## src/source/pulse_tx_pkg.sv

```systemverilog
// Shared sizes, register map and packed bundles for the pulse-train transmitter RTL
package pulse_tx_pkg;

    // Program memory geometry
    localparam int NUM_SYMBOL_WORDS = 8;
    localparam int WORD_SEL_WIDTH = $clog2(NUM_SYMBOL_WORDS);
    localparam int BIT_SEL_WIDTH = 5;

    // Index, position and counter widths
    localparam int INDEX_WIDTH = 8;
    localparam int PC_WIDTH = 9;
    localparam int LOOP_WIDTH = 7;
    localparam int DURATION_WIDTH = 8;
    localparam int PRESCALE_WIDTH = 4;
    // Widest prescale divider, 2^15 cycles minus one
    localparam int DIV_WIDTH = 2 ** PRESCALE_WIDTH - 1;
    localparam int NUM_IRQ = 3;
    localparam int CODE_WIDTH = 2;
    localparam int NUM_CODES = 2 ** CODE_WIDTH;

    // Bus word addresses
    localparam logic [5:0] ADDR_CTRL = 6'd0;
    localparam logic [5:0] ADDR_PROGRAM = 6'd4;
    localparam logic [5:0] ADDR_DURATION = 6'd8;
    localparam logic [5:0] ADDR_PRESCALE = 6'd12;
    localparam int MEM_BASE_BIT = 5;

    // Control word layout
    localparam int START_BIT = 4;
    localparam int STOP_BIT = 5;
    localparam int CTRL_CFG_LSB = 8;

    // Control word bits 22:8, MSB field first
    typedef struct packed {
        logic [CODE_WIDTH-1:0] high_odd;
        logic [CODE_WIDTH-1:0] high_even;
        logic [CODE_WIDTH-1:0] low_odd;
        logic [CODE_WIDTH-1:0] low_even;
        logic                  use_2bps;
        logic                  invert_output;
        logic                  idle_level;
        logic                  loop_forever;
        logic [NUM_IRQ-1:0]    irq_mask;
    } ctrl_cfg_t;

    // Program word, start index in the low byte
    typedef struct packed {
        logic [LOOP_WIDTH-1:0]  loop_count;
        logic [INDEX_WIDTH-1:0] loopback_index;
        logic [INDEX_WIDTH-1:0] end_index;
        logic [INDEX_WIDTH-1:0] start_index;
    } program_cfg_t;

    typedef struct packed {
        logic [NUM_CODES-1:0][DURATION_WIDTH-1:0] duration;
        logic [PRESCALE_WIDTH-1:0]                prescaler;
    } timing_cfg_t;

    typedef struct packed {
        logic                      level;
        logic [DURATION_WIDTH-1:0] duration;
        logic [PRESCALE_WIDTH-1:0] prescaler;
    } symbol_t;

    // Flag order matches status bits 2:0
    typedef struct packed {
        logic program_end;
        logic loop_wrap;
        logic symbol_done;
    } irq_events_t;

endpackage

```

## src/source/pulse_timer.sv

```systemverilog
// Plays each symbol for its prescaled duration and shapes the transmitted level
module pulse_timer (
    input  logic                    clk,
    input  logic                    rst_n,
    input  pulse_tx_pkg::ctrl_cfg_t ctrl,
    input  logic                    running,
    input  logic                    full,
    input  pulse_tx_pkg::symbol_t   symbol_in,
    input  logic                    last_in,
    output logic                    take,
    output logic                    tx_out,
    output logic                    tx_valid,
    output logic                    symbol_done,
    output logic                    program_end
);

    logic active;
    logic level_q;
    logic last_q;
    logic [pulse_tx_pkg::PRESCALE_WIDTH-1:0] presc_q;
    logic [pulse_tx_pkg::DIV_WIDTH-1:0] div_cnt;
    logic [pulse_tx_pkg::DIV_WIDTH-1:0] div_reload;
    logic [pulse_tx_pkg::DURATION_WIDTH-1:0] dur_cnt;
    // Cycles into the symbol, saturates at 2
    logic [1:0] age;
    logic expire;

    // 2^p - 1 as a mask of p ones
    assign div_reload = ~({pulse_tx_pkg::DIV_WIDTH{1'b1}} << presc_q);

    // Both counters drained and at least three cycles played
    assign expire = active && div_cnt == '0 && dur_cnt == '0 && age == 2'd2;
    assign take = running && full && (!active || expire);

    always_ff @(posedge clk) begin
        if (!rst_n || !running) begin
            active <= 1'b0;
            age <= 2'd0;
        end else if (take) begin
            active <= 1'b1;
            age <= 2'd0;
        end else if (expire) begin
            active <= 1'b0;
        end else if (active && age != 2'd2) begin
            age <= age + 2'd1;
        end
    end

    // Divider runs 2^p cycles per duration step
    always_ff @(posedge clk) begin
        if (take) begin
            level_q <= symbol_in.level;
            last_q <= last_in;
            presc_q <= symbol_in.prescaler;
            div_cnt <= ~({pulse_tx_pkg::DIV_WIDTH{1'b1}} << symbol_in.prescaler);
            dur_cnt <= symbol_in.duration;
        end else if (div_cnt != '0) begin
            div_cnt <= div_cnt - 1'b1;
        end else if (dur_cnt != '0) begin
            dur_cnt <= dur_cnt - 1'b1;
            div_cnt <= div_reload;
        end
    end

    assign symbol_done = expire;
    assign program_end = expire && last_q;
    assign tx_valid = active;

    // Idle level between programs, inversion applies to both
    assign tx_out = (active ? level_q : ctrl.idle_level) ^ ctrl.invert_output;

    // Refill latency keeps the next symbol ready before the current one ends
    assert property (@(posedge clk) disable iff (!rst_n)
        expire && !last_q && running |-> full);

endmodule

```

## src/source/pulse_tx_regs.sv

```systemverilog
// Register bank with program memory, run control and sticky interrupt flags on the bus
module pulse_tx_regs (
    input  logic                                   clk,
    input  logic                                   rst_n,
    input  logic [5:0]                             address,
    input  logic [31:0]                            data_in,
    input  logic [1:0]                             data_write_n,
    input  logic [pulse_tx_pkg::WORD_SEL_WIDTH-1:0] word_select,
    input  pulse_tx_pkg::irq_events_t              events,
    input  logic [pulse_tx_pkg::LOOP_WIDTH-1:0]    loop_count_now,
    input  logic [pulse_tx_pkg::INDEX_WIDTH-1:0]   symbol_index,
    output logic [31:0]                            data_out,
    output logic                                   data_ready,
    output pulse_tx_pkg::ctrl_cfg_t                ctrl,
    output pulse_tx_pkg::program_cfg_t             prog,
    output pulse_tx_pkg::timing_cfg_t              timing,
    output logic [31:0]                            program_word,
    output logic                                   running,
    output logic                                   start,
    output logic                                   user_interrupt
);

    logic [31:0] mem [pulse_tx_pkg::NUM_SYMBOL_WORDS];
    logic [pulse_tx_pkg::NUM_IRQ-1:0] flags;
    logic running_d;
    logic wr32;
    logic wr8;
    logic ctrl_hit;

    // 10 writes a full word and 00 only the status byte
    assign wr32 = data_write_n == 2'b10;
    assign wr8 = data_write_n == 2'b00;
    assign ctrl_hit = (wr32 || wr8) && address == pulse_tx_pkg::ADDR_CTRL;

    always_ff @(posedge clk) begin
        if (!rst_n) begin
            ctrl <= '0;
            prog <= '0;
            timing <= '0;
            running <= 1'b0;
            running_d <= 1'b0;
            flags <= '0;
        end else begin
            running_d <= running;
            // Events stay sticky until software clears them
            flags <= flags | events;
            // Last symbol finished
            running <= running && !events.program_end;
            if (ctrl_hit) begin
                flags <= (flags & ~data_in[pulse_tx_pkg::NUM_IRQ-1:0]) | events;
                // Stop takes priority over start
                if (data_in[pulse_tx_pkg::STOP_BIT]) begin
                    running <= 1'b0;
                end else if (data_in[pulse_tx_pkg::START_BIT]) begin
                    running <= 1'b1;
                end
                if (wr32) begin
                    ctrl <= data_in[pulse_tx_pkg::CTRL_CFG_LSB +: $bits(pulse_tx_pkg::ctrl_cfg_t)];
                end
            end
            if (wr32 && address == pulse_tx_pkg::ADDR_PROGRAM) begin
                prog <= data_in[$bits(pulse_tx_pkg::program_cfg_t)-1:0];
            end
            if (wr32 && address == pulse_tx_pkg::ADDR_DURATION) begin
                timing.duration <= data_in;
            end
            if (wr32 && address == pulse_tx_pkg::ADDR_PRESCALE) begin
                timing.prescaler <= data_in[pulse_tx_pkg::PRESCALE_WIDTH-1:0];
            end
        end
    end

    // Program words live in the upper half of the map
    always_ff @(posedge clk) begin
        if (wr32 && address[pulse_tx_pkg::MEM_BASE_BIT]) begin
            mem[address[2 +: pulse_tx_pkg::WORD_SEL_WIDTH]] <= data_in;
        end
    end

    assign program_word = mem[word_select];

    // One cycle pulse on the first running cycle
    assign start = running && !running_d;

    // Only enabled flags reach the interrupt line
    assign user_interrupt = |(flags & ctrl.irq_mask);

    // Status word is returned whatever the read address
    assign data_out = {8'b0, symbol_index, 1'b0, loop_count_now, 3'b0, running, 1'b0, flags};
    assign data_ready = 1'b1;

    // Program end only arrives while a program runs
    assert property (@(posedge clk) disable iff (!rst_n)
        events.program_end |-> running);

endmodule

```

## src/source/pulse_tx_top.sv

```systemverilog
// Top level joining the register bank, sequencer, prefetch and timer to the bus and pins
module pulse_tx_top (
    input  logic        clk,
    input  logic        rst_n,
    input  logic [5:0]  address,
    input  logic [31:0] data_in,
    input  logic [1:0]  data_write_n,
    output logic [31:0] data_out,
    output logic        data_ready,
    output logic        user_interrupt,
    output logic        tx_out,
    output logic        tx_valid
);

    pulse_tx_pkg::ctrl_cfg_t ctrl;
    pulse_tx_pkg::program_cfg_t prog;
    pulse_tx_pkg::timing_cfg_t timing;
    pulse_tx_pkg::irq_events_t events;
    pulse_tx_pkg::symbol_t seq_symbol;
    pulse_tx_pkg::symbol_t pre_symbol;
    logic [pulse_tx_pkg::WORD_SEL_WIDTH-1:0] word_select;
    logic [pulse_tx_pkg::LOOP_WIDTH-1:0] loop_count_now;
    logic [pulse_tx_pkg::INDEX_WIDTH-1:0] symbol_index;
    logic [31:0] program_word;
    logic running;
    logic start;
    logic fill;
    logic seq_last;
    logic pre_last;
    logic full;
    logic refill;
    logic take;

    pulse_tx_regs u_regs (
        .clk            (clk),
        .rst_n          (rst_n),
        .address        (address),
        .data_in        (data_in),
        .data_write_n   (data_write_n),
        .word_select    (word_select),
        .events         (events),
        .loop_count_now (loop_count_now),
        .symbol_index   (symbol_index),
        .data_out       (data_out),
        .data_ready     (data_ready),
        .ctrl           (ctrl),
        .prog           (prog),
        .timing         (timing),
        .program_word   (program_word),
        .running        (running),
        .start          (start),
        .user_interrupt (user_interrupt)
    );

    symbol_sequencer u_sequencer (
        .clk            (clk),
        .rst_n          (rst_n),
        .ctrl           (ctrl),
        .prog           (prog),
        .timing         (timing),
        .running        (running),
        .start          (start),
        .refill         (refill),
        .program_word   (program_word),
        .word_select    (word_select),
        .symbol         (seq_symbol),
        .fill           (fill),
        .last           (seq_last),
        .loop_wrap      (events.loop_wrap),
        .loop_count_now (loop_count_now),
        .symbol_index   (symbol_index)
    );

    symbol_prefetch u_prefetch (
        .clk        (clk),
        .rst_n      (rst_n),
        .running    (running),
        .fill       (fill),
        .symbol_in  (seq_symbol),
        .last_in    (seq_last),
        .take       (take),
        .symbol_out (pre_symbol),
        .last_out   (pre_last),
        .full       (full),
        .refill     (refill)
    );

    pulse_timer u_timer (
        .clk         (clk),
        .rst_n       (rst_n),
        .ctrl        (ctrl),
        .running     (running),
        .full        (full),
        .symbol_in   (pre_symbol),
        .last_in     (pre_last),
        .take        (take),
        .tx_out      (tx_out),
        .tx_valid    (tx_valid),
        .symbol_done (events.symbol_done),
        .program_end (events.program_end)
    );

endmodule

```

## src/source/symbol_prefetch.sv

```systemverilog
// One-entry register holding the next decoded symbol ready for the pulse timer
module symbol_prefetch (
    input  logic                  clk,
    input  logic                  rst_n,
    input  logic                  running,
    input  logic                  fill,
    input  pulse_tx_pkg::symbol_t symbol_in,
    input  logic                  last_in,
    input  logic                  take,
    output pulse_tx_pkg::symbol_t symbol_out,
    output logic                  last_out,
    output logic                  full,
    output logic                  refill
);

    always_ff @(posedge clk) begin
        if (!rst_n || !running) begin
            full <= 1'b0;
        end else if (fill) begin
            full <= 1'b1;
        end else if (take) begin
            full <= 1'b0;
        end
    end

    // Entry payload
    always_ff @(posedge clk) begin
        if (fill) begin
            symbol_out <= symbol_in;
            last_out <= last_in;
        end
    end

    // Nothing follows the last symbol
    assign refill = take && !last_out;

    // Sequencer only answers refills, so the entry is never overwritten
    assert property (@(posedge clk) disable iff (!rst_n)
        fill |-> !full || take);

endmodule

```

## src/source/symbol_sequencer.sv

```systemverilog
// Walks the program positions, handles looping and decodes bits into timed symbols
module symbol_sequencer (
    input  logic                                   clk,
    input  logic                                   rst_n,
    input  pulse_tx_pkg::ctrl_cfg_t                ctrl,
    input  pulse_tx_pkg::program_cfg_t             prog,
    input  pulse_tx_pkg::timing_cfg_t              timing,
    input  logic                                   running,
    input  logic                                   start,
    input  logic                                   refill,
    input  logic [31:0]                            program_word,
    output logic [pulse_tx_pkg::WORD_SEL_WIDTH-1:0] word_select,
    output pulse_tx_pkg::symbol_t                  symbol,
    output logic                                   fill,
    output logic                                   last,
    output logic                                   loop_wrap,
    output logic [pulse_tx_pkg::LOOP_WIDTH-1:0]    loop_count_now,
    output logic [pulse_tx_pkg::INDEX_WIDTH-1:0]   symbol_index
);

    // Bit position whose upper eight bits are the index
    logic [pulse_tx_pkg::PC_WIDTH-1:0] pc;
    logic [pulse_tx_pkg::LOOP_WIDTH-1:0] loop_ctr;
    logic [pulse_tx_pkg::CODE_WIDTH-1:0] raw_pair;
    logic [pulse_tx_pkg::CODE_WIDTH-1:0] code;
    logic fill_q;
    logic at_end;
    logic wrap;

    assign word_select = pc[pulse_tx_pkg::BIT_SEL_WIDTH +: pulse_tx_pkg::WORD_SEL_WIDTH];
    assign raw_pair = program_word[{pc[pulse_tx_pkg::BIT_SEL_WIDTH-1:1], 1'b0} +: 2];

    // 2bps uses the pair as the code while 1bps maps one bit by value and parity
    always_comb begin
        if (ctrl.use_2bps) begin
            code = raw_pair;
        end else if (raw_pair[pc[0]]) begin
            code = pc[0] ? ctrl.high_odd : ctrl.high_even;
        end else begin
            code = pc[0] ? ctrl.low_odd : ctrl.low_even;
        end
    end

    assign symbol.level = code[1];
    assign symbol.duration = timing.duration[code];
    assign symbol.prescaler = timing.prescaler;

    // In 1bps both bits of the end index are played
    assign at_end = pc[pulse_tx_pkg::PC_WIDTH-1:1] == prog.end_index
                    && pc[0] == !ctrl.use_2bps;
    assign last = at_end && !ctrl.loop_forever && loop_ctr == '0;
    assign wrap = at_end && !last;
    // A stop drops running before a pending fill can reach the prefetch
    assign fill = fill_q && running;
    assign loop_wrap = fill && wrap;

    always_ff @(posedge clk) begin
        if (!rst_n) begin
            pc <= '0;
            loop_ctr <= '0;
            fill_q <= 1'b0;
        end else if (!running || start) begin
            // Idle tracks the configuration so status shows it
            pc <= {prog.start_index, 1'b0};
            loop_ctr <= prog.loop_count;
            fill_q <= start;
        end else begin
            fill_q <= refill;
            if (fill && wrap) begin
                pc <= {prog.loopback_index, 1'b0};
                if (!ctrl.loop_forever) begin
                    loop_ctr <= loop_ctr - 1'b1;
                end
            end else if (fill && !last) begin
                pc <= pc + (ctrl.use_2bps ? 9'd2 : 9'd1);
            end
        end
    end

    assign loop_count_now = loop_ctr;
    assign symbol_index = pc[pulse_tx_pkg::PC_WIDTH-1:1];

    // Refills come only mid-run and never with the start pulse
    assert property (@(posedge clk) disable iff (!rst_n)
        refill |-> running && !start);

endmodule

```

## config.mk

```make
export PLATFORM = sky130hd
export DESIGN_NAME = pulse_tx_top
export DESIGN_NICKNAME = d
export VERILOG_FILES = /design/src/source/pulse_tx_pkg.sv /design/src/source/pulse_timer.sv /design/src/source/pulse_tx_regs.sv /design/src/source/pulse_tx_top.sv /design/src/source/symbol_prefetch.sv /design/src/source/symbol_sequencer.sv
export SDC_FILE = /design/constraint.sdc
export NUM_CORES = 1
export LEC_CHECK = 0
export ABC_AREA = 1
export BUFFER_PORTS_ARGS = -buffer_cell sky130_fd_sc_hd__buf_2
export CORE_MARGIN = 2
export CORE_UTILIZATION = 65
export CTS_BUF_LIST = sky130_fd_sc_hd__clkbuf_4 sky130_fd_sc_hd__clkbuf_8
export DETAILED_ROUTE_END_ITERATION = 6
export PLACE_DENSITY = 0.95
export SLEW_MARGIN = 10
export SYNTH_ARGS = -nofsm -noshare
export SYNTH_HDL_FRONTEND = slang
export SYNTH_SLANG_ARGS = --single-unit
```

## constraint.sdc

```tcl
create_clock -name clk -period 4.4 [get_ports clk]
set_input_delay 0.44 -clock clk [delete_from_list [all_inputs] [get_ports clk]]
set_output_delay 0.44 -clock clk [all_outputs]
set_load 0.02 [all_outputs]
```

Word-level counts from Yosys, hierarchy flattened. Memory sizes are Yosys's and may differ from the RTL's. A register that Yosys moved wholly into a read port is not among the register bits. Index checks and enable logic that the tools add are counted.

RAM bits: 256. Flip-flop bits (word level): 151. Bits of input ports: 42. Memories kept: 1. Output and inout port bits: 36. Word-level logic and storage cells: 158.

Memory list: u_regs.mem (depth 8, width 32, read ports 1, clocked after Yosys merged registers in 1, write ports 1, RTL line pulse_tx_regs.sv:23) `logic [31:0] mem [pulse_tx_pkg::NUM_SYMBOL_WORDS];`.

Equality and inequality tests: 10. Shift operators: 3. Bitwise gates (word level): 10. Add/subtract/negate cells: 5. Muxes and demuxes: 35. $lt $le $gt $ge: 2. Reductions and logical operators: 55.

Operators with widths (number): $mux 15 (3); $mux 8 (4); $shiftx 32x6->2 (1); $not 15->15 (2); $shl 15x4->15 const A (2); $mux 9 (3); $logic_and 1x1->1 (22); $mux 7 (3); $bmux 8 s2 (1); $logic_not 15->1 (1); $reduce_bool 15->1 (1); $sub 15x1->15 const B (1); $mux 1 (13); $eq 6x4->1 const B (2); $mux 2 (5); $add 9x9->9 (1); $logic_not 1->1 (9); $mux 3 (3); $eq 8x8->1 (1); $logic_not 8->1 (1); $reduce_and 2->1 (4); $reduce_bool 2->1 (4); $reduce_bool 8->1 (1); $sub 8x1->8 const B (1); other kinds (21) (31).

Logic depth before layout (Yosys ltp).
Depth after elaboration: 12. Gate-level depth with buffers: 19.

Modules after synthesis. A second synthesis with hierarchy kept.

Cells, all modules: 2104. Area, all modules: 19075.8 µm².

By module, submodules not included: pulse_tx_regs (cells each 1318, times used 1, area each 13804.5 µm²); symbol_sequencer (cells each 444, times used 1, area each 2504.9 µm²); pulse_timer (cells each 321, times used 1, area each 2296.0 µm²); symbol_prefetch (cells each 21, times used 1, area each 470.5 µm²).

Worst setup path before layout. OpenSTA, ideal clock, no wires.

Kind: input to register. Start: in data_write_n[1]. End: mem u_regs.mem[0][0] (enable). Path slack: 1594 ps. Data arrival time: 2384 ps. Buffers on the path: 0. Stages on the path: 4. Cell sequence: clkinv_1 -> nor3b_1 -> nand2_1 -> nor2_1.

Cells in the longest elaborated chain, start to end: 4.

RTL lines: start, declared (RTL line pulse_tx_top.sv:7) `input logic [1:0] data_write_n,`; $eq 2x2->1 (RTL line pulse_tx_regs.sv:31) `assign wr32 = data_write_n == 2'b10;`; $logic_and 1x1->1 (RTL line pulse_tx_regs.sv:75) `if (wr32 && address[pulse_tx_pkg::MEM_BASE_BIT]) begin`; $mux 1 (RTL line pulse_tx_regs.sv:75); $mux 1 (not written as such) (RTL line pulse_tx_regs.sv:76) `mem[address[2 +: pulse_tx_pkg::WORD_SEL_WIDTH]] <= data_in;`; end, declared (RTL line pulse_tx_regs.sv:23).

No other way between the ends.

==> metrics.txt <==
Slew Limit Fails=0; Hold WC Path Type=in -> reg; die area=28,600 um^2; Post-Syn Area=17,700 um^2; max incr delay on CP=570 ps; WP buf/inv=2; I/O pin cnt=78; period utilisation layout=87.0%; P_leak=7.18 nW; port bufs=63; vias in the first global route=13,900; CTS tree=built; commonest non-fill, non-tap cell in the layout=nand2_1; slowest CP cell=dfxtp_4; Layout Skew=48.2 ps; # fillers=1,572; cells along the critical path=clkinv_2 -> buf_4 -> nand2_1 -> nand3_1 -> nand3_1 -> nand3_1 -> nand2_1 -> nand2_1 -> nand3_1 -> nand3_1 -> nand3_2 -> nand3b_1 -> nand3_2 -> nand3_1 -> nand3_1 -> nand2_1; Comb pwr share=2.6%; gr ovfl total=0; Remaining DRCs=1; Post-CTS Hold Buffers=0; crit path max fanout=60; Rows=60; Final Setup Violations=0; Initial Util=65.9%; CP arrival=4200 ps; Yosys cell types=50; CTS Buf Count=60; R2R setup slack=570 ps; most frequent cells in the layout=nand2_1, nand3_1, edfxtp_1; critical path type=reg -> reg; f_max=261 MHz; worst relative slew slack=14.1%; Min-Delay Endpoint=u_regs.mem[5][21]; crit path launch type=flip-flop; Final Util=71.8%; Slew @ Worst Pin=1290 ps; Internal=5.95 mW; FF+latch count, synth=410; Worst Path Required=4770 ps; register area share after synthesis=63.3%; initial drt markers=2,394; core area=26,900 um^2; sequential share of power=54.9%; htree depth=2; hold path cells=1; clock buffer depth=3; # clock sinks=410; first-pass GRT wire length=75.5 mm; Synth Area per Inst=10.1 um^2; final wirelength=49.3 mm; critical path endpoint category=flip-flop; clock power share=42.5%; remaining antenna violation count after routing=0; Via Count=14,500; Switching Share=21.8%; GPL Wtd Cong=0.938; fin nets=1,854; Post-CTS Setup Inserts=0; wire per inst=22.5 um; Syn. warnings=0; Hold Startpoint=data_in[21]; First-pass DRT Iterations=7; CTS clock-pin slew for the worst setup and hold paths=70 ps; delay-heaviest family, CP=simple AND/OR/NAND/NOR gates; VDD IR-drop max=0.000399 V; Psw=1.66 mW; CP most frequent cell=nand3_1; cells after synthesis=1,761; reg2reg end=u_prefetch.symbol_out[6]; failing checks=design-rule violations; Max-Cap Viols=0; clock insertion delay at the later pin of the skew report=630 ps; TNS Setup=0 ps; dpl hpwl=28.0 mm; Area Overhead vs Synth=9.03%; DR vias/cell=6.60; PwrDens=394 nW/um^2; RSZ-0062 raised after global routing=no; Root Buffer=clkbuf_8; endpoints failing hold=0; die width=169 um; Die Y=169 um; largest net degree at the start of global routing=74; final critical path time including I/O delays and setup=3830 ps; all-layer global routing usage=34.4%; share of cells above drive strength 1=12.0%; outcome=complete, but fails checks; CTS resizes=0; initial antenna violation count=0; Reg2Reg Depth=16
==> layout make-up <==
cell class	instances	area [um^2]	share of cell area, %
flip-flops and latches	410	11200	58.1
multi-input cells	1156	5590	28.9
clock buffers	96	1170	6.07
repair buffers	80	443	2.29
well taps	341	427	2.21
inverters	95	359	1.86
clock inverters	15	103	0.532
diodes	2	5.00	0.0259
==> metal layers <==
| layer | routed length, um | global-route usage [%] | up-vias |
|---|---|---|---|
| met5 | 0 | 0 | - |
| met4 | 3840 | 22.6 | 0 |
| met3 | 6470 | 6.64 | 310 |
| met2 | 22800 | 55.7 | 1356 |
| met1 | 16200 | 42.5 | 6652 |
| li1 | - | - | 6164 |
==> power groups by stage <==
stage          logic (mW)  clock network [mW]  registers, mW
3_5_place_dp        0.183                   0           4.26
3_3_place_gp        0.174                   0           4.25
5_1_grt             0.206                3.36           4.18
6_report            0.199                3.23           4.18
2_1_floorplan      0.0884                   0           4.26
4_1_cts             0.188                3.20           4.18
==> kinds of logic after synthesis <==
| kind of cell | Yosys count | synth area share (%) |
|---|---|---|
| AO/OA/AOI/OAI | 214 | 6.62 |
| flip-flops | 410 | 63.3 |
| buffers and inverters | 207 | 5.77 |
| AND/OR/NAND/NOR | 889 | 22.1 |
| XOR/XNOR | 29 | 1.43 |
| multiplexers | 1 | 0.0565 |
| other | 2 | 0.0424 |
| adder cells (fa/ha/maj) | 9 | 0.679 |
==> cells in the mapped netlist, drive strengths merged <==
master / number / area, um^2
a2bb2oi: 1 / 8.76
nor3: 20 / 110
dfxtp: 111 / 2220
o21a: 2 / 15.0
conb: 2 / 7.51
fa: 1 / 20.0
nand4: 5 / 31.3
inv: 91 / 342
edfxtp: 299 / 8980
o311ai: 2 / 17.5
o22ai: 1 / 6.26
ha: 8 / 100
clkinv: 4 / 16.3
buf: 73 / 518
a311oi: 1 / 8.76
o21ai: 104 / 520
nor4: 8 / 71.3
nand3b: 9 / 67.6
o211ai: 6 / 45.0
a21boi: 1 / 7.51
clkbuf: 39 / 146
a21oi: 68 / 340
nor2: 124 / 483
nand2: 410 / 1550
mux2i: 1 / 10.0
a211oi: 11 / 82.6
a31oi: 11 / 68.8
nand3: 304 / 1540
nor3b: 3 / 22.5
xor2: 17 / 149
a32oi: 1 / 8.76
a22oi: 1 / 7.51
xnor2: 12 / 105
or2: 5 / 31.3
o221ai: 4 / 35.0
or4: 1 / 7.51
==> metrics by stage <==
| stage | worst slack (ps) | hold slack [ps] | cells | total power [mW] | instance area, um^2 |
|---|---|---|---|---|---|
| 6_report | 571 | 125 | 2195 | 7.60 | 19300 |
| 5_1_grt | 580 | 115 | 2193 | 7.74 | 19300 |
| 4_1_cts | 781 | 107 | 2193 | 7.56 | 19300 |
| 3_5_place_dp | 957 | 432 | 2082 | 4.44 | 18000 |
| 3_3_place_gp | 1150 | 416 | 2082 | 4.43 | 18000 |
| 2_1_floorplan | 1590 | 400 | 1773 | 4.34 | 17700 |
==> worst max-delay path by stage <==
stage | startpoint | cells past startpoint | slack [ps] | endpoint
floorplan | data_write_n[1] | 4 | 1590 | u_regs.mem[0][0]
detailed placement | u_timer.div_cnt[0] | 13 | 960 | u_timer.div_cnt[11]
CTS | flip-flop | 16 | 780 | u_prefetch.symbol_out[6]
global route | flip-flop | 14 | 580 | u_prefetch.symbol_out[10]
global placement | u_timer.div_cnt[0] | 13 | 1150 | u_timer.div_cnt[13]
finish | flip-flop | 16 | 570 | u_prefetch.symbol_out[6]
==> flip-flops by register name (all words and copies together) (netlist names), named ones only <==
| name | flops |
|---|---|
| u_regs.mem | 256 |
| u_prefetch.full | 1 |
| u_timer.level_q | 1 |
| u_timer.div_cnt | 15 |
| u_regs.running | 1 |
| u_sequencer.pc | 9 |
| u_regs.prog | 31 |
| u_sequencer.fill_q | 1 |
| u_timer.dur_cnt | 8 |
| u_regs.timing | 36 |
| u_timer.tx_valid | 1 |
| u_regs.flags | 3 |
| u_regs.running_d | 1 |
| u_regs.ctrl | 15 |
| u_timer.presc_q | 4 |
| u_prefetch.symbol_out | 13 |
| u_prefetch.last_out | 1 |
| u_timer.age | 2 |
| u_sequencer.loop_count_now | 7 |
| u_timer.last_q | 1 |
Power figures use the tool's default switching activity.
